[config.mk]
export PLATFORM = sky130hd
export DESIGN_NAME = fma16_top
export DESIGN_NICKNAME = d
export VERILOG_FILES = /design/src/fma16_pkg.sv /design/src/fma16_top.sv /design/src/fma16_axil_regs.sv /design/src/fma16_normalize.sv /design/src/fma16_align_and_sum.sv /design/src/fma16_product.sv /design/src/fma16_unpack.sv
export SDC_FILE = /design/constraint.sdc
export NUM_CORES = 1
export LEC_CHECK = 0
export BUFFER_PORTS_ARGS = -buffer_cell sky130_fd_sc_hd__buf_2
export CAP_MARGIN = 20
export CORE_UTILIZATION = 45
export CTS_CLUSTER_SIZE = 16
export DETAILED_ROUTE_END_ITERATION = 7
export PLACE_DENSITY_LB_ADDON = 0.05
export SYNTH_ARGS = -nofsm -noshare
export SYNTH_HDL_FRONTEND = slang
export SYNTH_SLANG_ARGS = --single-unit
export TNS_END_PERCENT = 100
[constraint.sdc]
create_clock -name clk -period 11 [get_ports clk]
set_input_delay 0.55 -clock clk [delete_from_list [all_inputs] [get_ports clk]]
set_output_delay 0.55 -clock clk [all_outputs]
set_load 0.05 [all_outputs]
[src/fma16_pkg.sv]
//////////////////////////////////////////////////
// fma16 shared definitions
// binary16 word view, datapath widths, register map and bus codes
//////////////////////////////////////////////////
package fma16_pkg;

    // binary16 field widths and exponent bias
    localparam int EXP_W    = 5;
    localparam int MAN_W    = 10;
    localparam int EXP_BIAS = 15;

    // datapath widths
    localparam int PROD_W     = 22;    // product of two 11-bit mantissas
    localparam int SUM_W      = 36;    // alignment and sum vector with carry room on top
    localparam int GUARD_BITS = 12;    // zero bits kept below the product lsb
    localparam int EXP_INT_W  = 8;     // signed exponent width inside the pipeline
    localparam int BIN_POINT  = GUARD_BITS + PROD_W - 2;  // weight 1.0 sits on this bit of the sum

    // register offsets on the slave
    localparam logic [4:0] ADDR_X      = 5'h00;
    localparam logic [4:0] ADDR_Y      = 5'h04;
    localparam logic [4:0] ADDR_Z      = 5'h08;
    localparam logic [4:0] ADDR_CTRL   = 5'h0C;
    localparam logic [4:0] ADDR_RESULT = 5'h10;

    // AXI response codes
    localparam logic [1:0] RESP_OKAY   = 2'd0;
    localparam logic [1:0] RESP_SLVERR = 2'd2;

    localparam int PIPE_LATENCY = 3;   // cycles from start to done

    // a binary16 word seen either as raw bits or as its ieee fields
    typedef union packed {
        logic [15:0] bits;
        struct packed {
            logic             sign;
            logic [EXP_W-1:0] exp;
            logic [MAN_W-1:0] man;
        } f;
    } fp16_t;

endpackage
[src/fma16_top.sv]
//////////////////////////////////////////////////
// fma16 top level
// AXI4-Lite register block in front of the three stage fma pipeline
//////////////////////////////////////////////////
`timescale 1ns/1ps

module fma16_top
    import fma16_pkg::*;
(
    input  logic        clk,
    input  logic        rst,
    input  logic [4:0]  awaddr,
    input  logic        awvalid,
    output logic        awready,
    input  logic [31:0] wdata,
    input  logic [3:0]  wstrb,
    input  logic        wvalid,
    output logic        wready,
    output logic [1:0]  bresp,
    output logic        bvalid,
    input  logic        bready,
    input  logic [4:0]  araddr,
    input  logic        arvalid,
    output logic        arready,
    output logic [31:0] rdata,
    output logic [1:0]  rresp,
    output logic        rvalid,
    input  logic        rready
);

    // operands and start from the registers
    logic [15:0]                 x;
    logic [15:0]                 y;
    logic [15:0]                 z;
    logic                        start;

    // product stage outputs
    logic                        in_valid;
    logic                        ps;
    logic signed [EXP_INT_W-1:0] pe;
    logic [PROD_W-1:0]           pm;
    logic                        zs;
    logic [EXP_W-1:0]            ze;
    logic [MAN_W:0]              zm;
    logic                        p_zero;
    logic                        z_zero;

    // sum stage outputs
    logic                        sum_valid;
    logic [SUM_W-1:0]            sm;
    logic                        sum_sign;
    logic signed [EXP_INT_W-1:0] sum_exp;
    logic                        sticky;
    logic                        sum_zero;

    // result stage outputs back into the registers
    logic                        done;
    fp16_t                       result;
    logic                        inexact;
    logic                        overflow;
    logic                        zero;

    fma16_axil_regs u_regs (
        .clk, .rst,
        .awaddr, .awvalid, .awready,
        .wdata, .wstrb, .wvalid, .wready,
        .bresp, .bvalid, .bready,
        .araddr, .arvalid, .arready,
        .rdata, .rresp, .rvalid, .rready,
        .result, .inexact, .overflow, .zero, .done,
        .x, .y, .z, .start
    );

    fma16_product u_product (
        .clk, .rst, .start, .x, .y, .z,
        .in_valid, .ps, .pe, .pm, .zs, .ze, .zm, .p_zero, .z_zero
    );

    fma16_align_and_sum u_align_and_sum (
        .clk, .rst, .in_valid, .ps, .pe, .pm, .zs, .ze, .zm, .p_zero, .z_zero,
        .sum_valid, .sm, .sum_sign, .sum_exp, .sticky, .sum_zero
    );

    fma16_normalize u_normalize (
        .clk, .rst, .sum_valid, .sm, .sum_sign, .sum_exp, .sticky, .sum_zero,
        .done, .result, .inexact, .overflow, .zero
    );

endmodule

[src/fma16_axil_regs.sv]
//////////////////////////////////////////////////
// fma16 register block
// AXI4-Lite slave with the operand, control and result registers
// issues the start pulse and captures the pipeline result on done
//////////////////////////////////////////////////
`timescale 1ns/1ps

module fma16_axil_regs
    import fma16_pkg::*;
(
    input  logic        clk,
    input  logic        rst,
    input  logic [4:0]  awaddr,
    input  logic        awvalid,
    output logic        awready,
    input  logic [31:0] wdata,
    input  logic [3:0]  wstrb,      // byte strobes are not supported, every write is full word
    input  logic        wvalid,
    output logic        wready,
    output logic [1:0]  bresp,
    output logic        bvalid,
    input  logic        bready,
    input  logic [4:0]  araddr,
    input  logic        arvalid,
    output logic        arready,
    output logic [31:0] rdata,
    output logic [1:0]  rresp,
    output logic        rvalid,
    input  logic        rready,
    input  logic [15:0] result,     // packed result word from the result stage
    input  logic        inexact,
    input  logic        overflow,
    input  logic        zero,
    input  logic        done,
    output logic [15:0] x,
    output logic [15:0] y,
    output logic [15:0] z,
    output logic        start
);

    logic        wr_en;             // write accepted this cycle
    logic        rd_en;             // read accepted this cycle
    logic        wr_ok;             // write address is a writable register
    logic        rd_ok;             // read address is mapped
    logic [31:0] rd_mux;
    logic [15:0] res_word;
    logic        res_valid;
    logic        res_inexact;
    logic        res_overflow;
    logic        res_zero;
    logic [1:0]  in_flight;         // operations between start and done

    // address and data are taken together, and only with no response outstanding
    assign wr_en   = awvalid & wvalid & ~bvalid;
    assign awready = wr_en;
    assign wready  = wr_en;
    assign rd_en   = arvalid & ~rvalid;
    assign arready = rd_en;

    // RESULT is read only so only the four input registers take writes
    assign wr_ok = awaddr inside {ADDR_X, ADDR_Y, ADDR_Z, ADDR_CTRL};

    always_comb begin
        rd_ok = 1'b1;
        case (araddr)
            ADDR_X:      rd_mux = {16'h0000, x};
            ADDR_Y:      rd_mux = {16'h0000, y};
            ADDR_Z:      rd_mux = {16'h0000, z};
            ADDR_CTRL:   rd_mux = '0;   // start bit is self clearing
            ADDR_RESULT: rd_mux = {12'h000, res_zero, res_overflow, res_inexact, res_valid,
                                   res_word};
            default: begin
                rd_mux = '0;
                rd_ok  = 1'b0;
            end
        endcase
    end

    //////////////////////////////////////////////////
    // write channel and operand registers
    //////////////////////////////////////////////////
    always_ff @(posedge clk) begin
        if (rst) begin
            bvalid <= 1'b0;
            bresp  <= RESP_OKAY;
            x      <= '0;
            y      <= '0;
            z      <= '0;
            start  <= 1'b0;
        end else begin
            start <= 1'b0;              // single cycle pulse
            if (wr_en) begin
                bvalid <= 1'b1;
                bresp  <= wr_ok ? RESP_OKAY : RESP_SLVERR;
                case (awaddr)
                    ADDR_X:    x <= wdata[15:0];
                    ADDR_Y:    y <= wdata[15:0];
                    ADDR_Z:    z <= wdata[15:0];
                    ADDR_CTRL: start <= wdata[0];
                    default: ;          // unmapped or RESULT leaves everything alone
                endcase
            end else if (bready) begin
                bvalid <= 1'b0;
            end
        end
    end

    //////////////////////////////////////////////////
    // result capture
    //////////////////////////////////////////////////
    // valid comes back only with the done of the newest start so an older
    // operation finishing late never shows up as the answer
    always_ff @(posedge clk) begin
        if (rst) begin
            res_word     <= '0;
            res_valid    <= 1'b0;
            res_inexact  <= 1'b0;
            res_overflow <= 1'b0;
            res_zero     <= 1'b0;
            in_flight    <= '0;
        end else begin
            case ({start, done})
                2'b10:   in_flight <= in_flight + 2'd1;
                2'b01:   in_flight <= in_flight - 2'd1;
                default: ;              // both or neither keeps the count
            endcase
            if (done) begin
                res_word     <= result;
                res_inexact  <= inexact;
                res_overflow <= overflow;
                res_zero     <= zero;
                if (in_flight == 2'd1 && !start)
                    res_valid <= 1'b1;
            end
            if (start)
                res_valid <= 1'b0;      // a new operation hides the old answer
        end
    end

    //////////////////////////////////////////////////
    // read channel
    //////////////////////////////////////////////////
    always_ff @(posedge clk) begin
        if (rst) begin
            rvalid <= 1'b0;
            rdata  <= '0;
            rresp  <= RESP_OKAY;
        end else if (rd_en) begin
            rvalid <= 1'b1;
            rdata  <= rd_mux;           // held stable until rready
            rresp  <= rd_ok ? RESP_OKAY : RESP_SLVERR;
        end else if (rready) begin
            rvalid <= 1'b0;
        end
    end

endmodule

[src/fma16_normalize.sv]
//////////////////////////////////////////////////
// fma16 result stage
// normalizes the sum, truncates to binary16 and sets the flags
//////////////////////////////////////////////////
`timescale 1ns/1ps

module fma16_normalize
    import fma16_pkg::*;
(
    input  logic                        clk,
    input  logic                        rst,
    input  logic                        sum_valid,
    input  logic [SUM_W-1:0]            sm,
    input  logic                        sum_sign,
    input  logic signed [EXP_INT_W-1:0] sum_exp,
    input  logic                        sticky,
    input  logic                        sum_zero,
    output logic                        done,
    output fp16_t                       result,
    output logic                        inexact,
    output logic                        overflow,
    output logic                        zero
);

    logic [5:0]                  lead;     // position of the leading one in sm
    logic signed [EXP_INT_W-1:0] exp_n;    // biased exponent after normalizing
    logic [SUM_W-1:0]            norm;     // leading one moved to the msb
    logic                        lost;
    fp16_t                       res_c;
    logic                        inx_c;
    logic                        ovf_c;
    logic                        zero_c;

    // the highest set bit wins since the loop runs upward
    always_comb begin
        lead = '0;
        for (int i = 0; i < SUM_W; i++) begin
            if (sm[i])
                lead = 6'(i);
        end
    end

    assign norm  = sm << (SUM_W - 1 - lead);
    assign exp_n = sum_exp + EXP_INT_W'(lead) - EXP_INT_W'(BIN_POINT);

    // everything under the ten kept mantissa bits is dropped by round toward zero
    assign lost = sticky | (|norm[SUM_W-MAN_W-2:0]);

    //////////////////////////////////////////////////
    // range check and packing
    //////////////////////////////////////////////////
    always_comb begin
        res_c.bits  = '0;
        res_c.f.sign = sum_sign;
        inx_c       = lost;
        ovf_c       = 1'b0;
        zero_c      = 1'b0;
        if (sum_zero) begin
            zero_c = 1'b1;                  // signed zero straight through
        end else if (exp_n > 2 * EXP_BIAS) begin
            res_c.f.exp = '1;               // infinity, mantissa stays zero
            ovf_c       = 1'b1;
            inx_c       = 1'b1;
        end else if (exp_n < 1) begin
            zero_c = 1'b1;                  // too small for a normal, flushed
            inx_c  = 1'b1;
        end else begin
            res_c.f.exp = exp_n[EXP_W-1:0];
            res_c.f.man = norm[SUM_W-2 -: MAN_W];   // hidden bit dropped
        end
    end

    always_ff @(posedge clk) begin
        if (rst)
            done <= 1'b0;
        else
            done <= sum_valid;
    end

    always_ff @(posedge clk) begin
        result   <= res_c;
        inexact  <= inx_c;
        overflow <= ovf_c;
        zero     <= zero_c;
    end

endmodule

[src/fma16_align_and_sum.sv]
//////////////////////////////////////////////////
// fma16 align and sum stage
// lines up z against the product and adds or subtracts the two
//////////////////////////////////////////////////
`timescale 1ns/1ps

module fma16_align_and_sum
    import fma16_pkg::*;
(
    input  logic                        clk,
    input  logic                        rst,
    input  logic                        in_valid,
    input  logic                        ps,
    input  logic signed [EXP_INT_W-1:0] pe,
    input  logic [PROD_W-1:0]           pm,
    input  logic                        zs,
    input  logic [EXP_W-1:0]            ze,
    input  logic [MAN_W:0]              zm,
    input  logic                        p_zero,
    input  logic                        z_zero,
    output logic                        sum_valid,
    output logic [SUM_W-1:0]            sm,        // magnitude with 1.0 on BIN_POINT
    output logic                        sum_sign,
    output logic signed [EXP_INT_W-1:0] sum_exp,   // biased exponent of weight BIN_POINT
    output logic                        sticky,    // ones lost below bit 0
    output logic                        sum_zero
);

    logic signed [EXP_INT_W-1:0] ze_i;
    logic signed [EXP_INT_W-1:0] exp_diff;
    logic [EXP_INT_W-1:0]        shamt;
    logic                        big_is_p;
    logic                        eff_sub;
    logic                        big_sign;
    logic                        small_sign;
    logic                        lost;
    logic [SUM_W-1:0]            p_base;
    logic [SUM_W-1:0]            z_base;
    logic [SUM_W-1:0]            big_vec;
    logic [SUM_W-1:0]            small_base;
    logic [SUM_W-1:0]            small_sh;
    logic [SUM_W-1:0]            small_al;
    logic [SUM_W-1:0]            sum_c;
    logic                        sign_c;

    assign ze_i     = EXP_INT_W'(ze);
    assign exp_diff = pe - ze_i;

    // both mantissas placed so their binary points meet on BIN_POINT
    assign p_base = SUM_W'(pm) << GUARD_BITS;
    assign z_base = SUM_W'(zm) << (BIN_POINT - MAN_W);

    // the operand with the larger exponent stays put and the other moves right
    // z moves when the product leads, otherwise the product moves under z
    assign big_is_p   = z_zero | (!p_zero && exp_diff >= 0);
    assign shamt      = big_is_p ? exp_diff : -exp_diff;
    assign big_vec    = big_is_p ? p_base : z_base;
    assign small_base = big_is_p ? z_base : p_base;
    assign big_sign   = big_is_p ? ps : zs;
    assign small_sign = big_is_p ? zs : ps;
    assign eff_sub    = ps ^ zs;

    assign small_sh = small_base >> shamt;
    assign lost     = (small_sh << shamt) != small_base;   // shifted past bit 0

    // on a subtract the lost bits make the true difference a little smaller
    // so a one is folded into the lsb and truncation then lands on the right side
    assign small_al = small_sh | SUM_W'(lost & eff_sub);

    //////////////////////////////////////////////////
    // add or subtract the magnitudes
    //////////////////////////////////////////////////
    always_comb begin
        if (!eff_sub) begin
            sum_c  = big_vec + small_al;
            sign_c = big_sign;
        end else if (big_vec >= small_al) begin
            sum_c  = big_vec - small_al;
            sign_c = big_sign;
        end else begin
            sum_c  = small_al - big_vec;   // product outgrew z at close exponents
            sign_c = small_sign;
        end
        // exact cancellation gives +0, two zeros of one sign keep it
        if (sum_c == '0)
            sign_c = ps & zs;
    end

    always_ff @(posedge clk) begin
        if (rst)
            sum_valid <= 1'b0;
        else
            sum_valid <= in_valid;
    end

    always_ff @(posedge clk) begin
        sm       <= sum_c;
        sum_sign <= sign_c;
        sum_exp  <= big_is_p ? pe : ze_i;
        sticky   <= lost;
        sum_zero <= (sum_c == '0);
    end

endmodule

[src/fma16_product.sv]
//////////////////////////////////////////////////
// fma16 product stage
// multiplies x by y and carries the z fields along
//////////////////////////////////////////////////
`timescale 1ns/1ps

module fma16_product
    import fma16_pkg::*;
(
    input  logic                        clk,
    input  logic                        rst,
    input  logic                        start,
    input  fp16_t                       x,
    input  fp16_t                       y,
    input  fp16_t                       z,
    output logic                        in_valid,
    output logic                        ps,
    output logic signed [EXP_INT_W-1:0] pe,      // biased product exponent, may go negative
    output logic [PROD_W-1:0]           pm,      // 2.20 fixed point product mantissa
    output logic                        zs,
    output logic [EXP_W-1:0]            ze,
    output logic [MAN_W:0]              zm,
    output logic                        p_zero,
    output logic                        z_zero
);

    logic             xs;
    logic             ys;
    logic             zs_d;
    logic [EXP_W-1:0] xe;
    logic [EXP_W-1:0] ye;
    logic [EXP_W-1:0] ze_d;
    logic [MAN_W:0]   xm;
    logic [MAN_W:0]   ym;
    logic [MAN_W:0]   zm_d;
    logic             x_zero;
    logic             y_zero;
    logic             z_zero_d;

    fma16_unpack u_unpack (
        .x, .y, .z,
        .xs, .ys, .zs(zs_d),
        .xe, .ye, .ze(ze_d),
        .xm, .ym, .zm(zm_d),
        .x_zero, .y_zero, .z_zero(z_zero_d)
    );

    always_ff @(posedge clk) begin
        if (rst)
            in_valid <= 1'b0;
        else
            in_valid <= start;
    end

    // datapath registers load every cycle, the valid bit says which ones count
    always_ff @(posedge clk) begin
        ps     <= xs ^ ys;
        pe     <= EXP_INT_W'(xe) + EXP_INT_W'(ye) - EXP_INT_W'(EXP_BIAS);
        pm     <= xm * ym;              // flushed factor already has a zero mantissa
        p_zero <= x_zero | y_zero;
        zs     <= zs_d;
        ze     <= ze_d;
        zm     <= zm_d;
        z_zero <= z_zero_d;
    end

endmodule

[src/fma16_unpack.sv]
//////////////////////////////////////////////////
// fma16 decode
// splits x, y and z into sign, exponent and mantissa
//////////////////////////////////////////////////
`timescale 1ns/1ps

module fma16_unpack
    import fma16_pkg::*;
(
    input  fp16_t            x,
    input  fp16_t            y,
    input  fp16_t            z,
    output logic             xs,
    output logic             ys,
    output logic             zs,
    output logic [EXP_W-1:0] xe,
    output logic [EXP_W-1:0] ye,
    output logic [EXP_W-1:0] ze,
    output logic [MAN_W:0]   xm,     // mantissa with the hidden bit on top
    output logic [MAN_W:0]   ym,
    output logic [MAN_W:0]   zm,
    output logic             x_zero,
    output logic             y_zero,
    output logic             z_zero
);

    // exponent zero covers true zero and subnormals, both flush to zero
    assign x_zero = (x.f.exp == '0);
    assign y_zero = (y.f.exp == '0);
    assign z_zero = (z.f.exp == '0);

    assign xs = x.f.sign;
    assign ys = y.f.sign;
    assign zs = z.f.sign;

    assign xe = x.f.exp;
    assign ye = y.f.exp;
    assign ze = z.f.exp;

    // a flushed operand gives an all zero mantissa so its product or sum vanishes
    assign xm = x_zero ? '0 : {1'b1, x.f.man};
    assign ym = y_zero ? '0 : {1'b1, y.f.man};
    assign zm = z_zero ? '0 : {1'b1, z.f.man};

endmodule

==> flow_metrics.tcl <==
set metrics [dict create \
    status "finished with violations" \
    violations "design-rule violations" \
    hold_class "primary input to flip-flop" \
    synth_area_leaders "dfxtp_1 (18%), ha_1 (8.1%), fa_1 (7.1%)" \
    fin_skew_ns 0.0254 \
    period_minus_slack_ns 10.62 \
    busiest_layer "met2" \
    powerDensity_nw_per_um2 68.1 \
    synth_area_um2 23900 \
    max_cap_viol_count 0 \
    vias 26300 \
    clk_latency_ns 0.55 \
    ys_ff_latch 214 \
    synth_edf_count 0 \
    holdWs_ns 0.262 \
    via_per_inst 6.58 \
    cts_root_buf "clkbuf_16" \
    wire_per_inst_um 26.8 \
    place_ws_ns 0.844 \
    async_reset_ff_share_pct 0 \
    seq_area_frac_synth_pct 17.9 \
    required_ns 11.43 \
    critPathCaptureType "flip-flop" \
    ant_nets 0 \
    cpPeakStageDelay_ns 0.84 \
    yosysTopAreaCell "dfxtp_1" \
    netlist_instances 3205 \
    cp.arrival_ns 11.05 \
    setup_tns_ns 0 \
    gr-usage-met3_pct 9.25 \
    worst_pin_slew_ns 1.11 \
    grt_pass1_wl_um 158000 \
    p_leak_nw 11.5 \
    crit_path_frequent_cell "buf_4" \
    vdd_drop_max_uv 131 \
    grt_use_met2_pct 58.7 \
    htreeDepth 1 \
    die_area_um2 54000 \
    slew-limit-headroom_pct 24.0 \
    synth_ff_type "dfxtp_1" \
    fp-row-count 84 \
    routed_wl_um 107000 \
    fp.dieW_um 232 \
    numCtsBuffers 23 \
    portBuffers 59 \
    synth_top_area_share_pct 17.9 \
    setup_viol 0 \
    fp.coreArea_um2 52600 \
    grtUsageMet1_pct 50.6 \
    die_h_um 232 \
    grt_pass1_vias 24900 \
    clk_path_buf_depth 3 \
    cp_max_fo 18 \
    slowest_stage "a2111oi_0" \
    min_from "wdata[14]" \
    initial_core_util_pct 45.5 \
    cp-startpoint "u_product.ze[4]" \
    cts_sinks 214 \
    avgSynthCellArea_um2 7.45 \
    drv_slew 0 \
    grt_util_all_layers_pct 38.8 \
    path_class "flip-flop to flip-flop" \
    drive_gt1_share_pct 12.6 \
    finalWorstSetupSlack_ns 0.383 \
    drt_iter0_drc 3284 \
    antenna_found_initial 6 \
    nets 3578 \
    yosys_warnings 0 \
    dp_hpwl_um 83100 \
    overflow 0 \
    drc 1 \
    synth.distinct_cells 109 \
    period_share_pct 96.5 \
    cts_tree "built" \
    grt_max_degree 101 \
    fin_util_pct 50.6 \
    postCtsSetupBuffers 0 \
    ioPinCount 94 \
    rsz0062_at_grt "no" \
    clk_pin_slew_ns 0.07 \
    dr.pass1.iters 8 \
    max_freq_mhz 94.2 \
    rr_startpoint "u_product.ze[4]" \
    syn_to_final_growth_pct 11.2 \
    place_congestion 1.08 \
    startpoint_type "flip-flop" \
    hold_viol_final 0 \
]
[metal layers]
| layer | vias to the layer above | wire (um) |
|---|---|---|
| li1 | 11800 | - |
| met1 | 12500 | 43400 |
| met2 | 1577 | 45800 |
| met3 | 345 | 11200 |
| met4 | 4 | 6390 |
| met5 | - | 29 |
[final cells by class]
type / count / area (um^2)
Timing Repair Buffer: 271 / 1960
Inverter: 209 / 785
Fill cell: 5255 / 26000
Clock buffer: 33 / 643
Sequential cell: 214 / 4280
Antenna cell: 2 / 5.00
Clock inverter: 6 / 55.1
Multi-Input combinational cell: 2566 / 18000
Tap cell: 688 / 861
[report_power, final]
group          internal (mW)  switching (mW)  leakage (nW)
registers              0.782         0.00645          1.73
clock network          0.409           0.320         0.340
logic                 0.0882           0.203          9.47
[sequential cells by signal (all words and copies together), names as in the netlist, 8 cells and up]
name	cells
u_align_and_sum.sm	36
u_align_and_sum.sum_exp	8
u_normalize.result	16
u_product.pe	8
u_product.pm	22
u_product.zm	11
u_regs.rdata	20
u_regs.res_word	16
u_regs.x	16
u_regs.y	16
u_regs.z	16
[per-stage QoR]
step	total power, mW	area [um^2]	cells
5_1_grt	1.87	26600	3987
4_1_cts	1.81	26500	3984
6_report	1.81	26600	3989
3_5_place_dp	1.08	25800	3945
3_3_place_gp	1.08	25800	3944
2_1_floorplan	0.989	23900	3218
[repair_timing]
action / in CTS / in global routing
endpoints found under the setup margin: 0 / 1
hold buffers: 0 / 0
resized for setup: 0 / 5
[final timing paths]
kind,cells past startpoint,to,slack (ns)
worst max register to register,38,u_align_and_sum.sum_sign,0.38
worst max-delay path,38,u_align_and_sum.sum_sign,0.38
worst min register to register,0,u_normalize.result[15],0.34
worst min-delay path,3,u_regs.x[14],0.26
[Yosys cell counts, drive strengths merged (44+ instances only)]
library cell / number
o211ai: 44
buf: 81
o21ai: 134
a22oi: 52
ha: 155
xnor2: 50
nand2: 337
mux2i: 129
nor3: 79
a211oi: 53
nand4: 47
dfxtp: 214
inv: 204
nand3: 123
fa: 85
clkbuf: 148
nor2: 291
a21oi: 274
and3: 85
[logic make-up after synthesis]
logic type	share of synthesized area (%)
buffers and inverters	7.50
other	0.0157
adder cells (fa/ha/maj)	15.2
AO/OA/AOI/OAI	26.4
flip-flops	17.9
multiplexers	6.82
XOR/XNOR	2.64
AND/OR/NAND/NOR	23.4
[critical path: cells and delay by family (launching register included)]
kind | cells | cell delay (ns)
mux | 1 | 0.33
fa+ha+maj | 2 | 0.67
flops | 1 | 0.31
buf+inv | 7 | 1.23
compound gates | 14 | 3.96
simple gates | 14 | 3.98
[layout by cell type (no fill, tap or decap), types with 22 or more instances in the layout]
cell         n
a211oi_1    46
a21o_1      37
a21oi_1    270
a22oi_1     52
a31oi_1     39
and2_1      26
and3_1      84
buf_2       59
buf_4      204
clkbuf_16   23
dfxtp_1    214
fa_1        85
ha_1       154
inv_1      203
mux2i_1    128
nand2_1    336
nand2b_1    31
nand3_1    122
nand4_1     47
nor2_1     284
nor2b_1     24
nor3_1      71
nor4_1      39
o2111ai_1   22
o211ai_1    42
o21ai_0    125
o21bai_1    31
or3_1       24
xnor2_1     50
No activity file was read; power rests on OpenSTA's default activity.
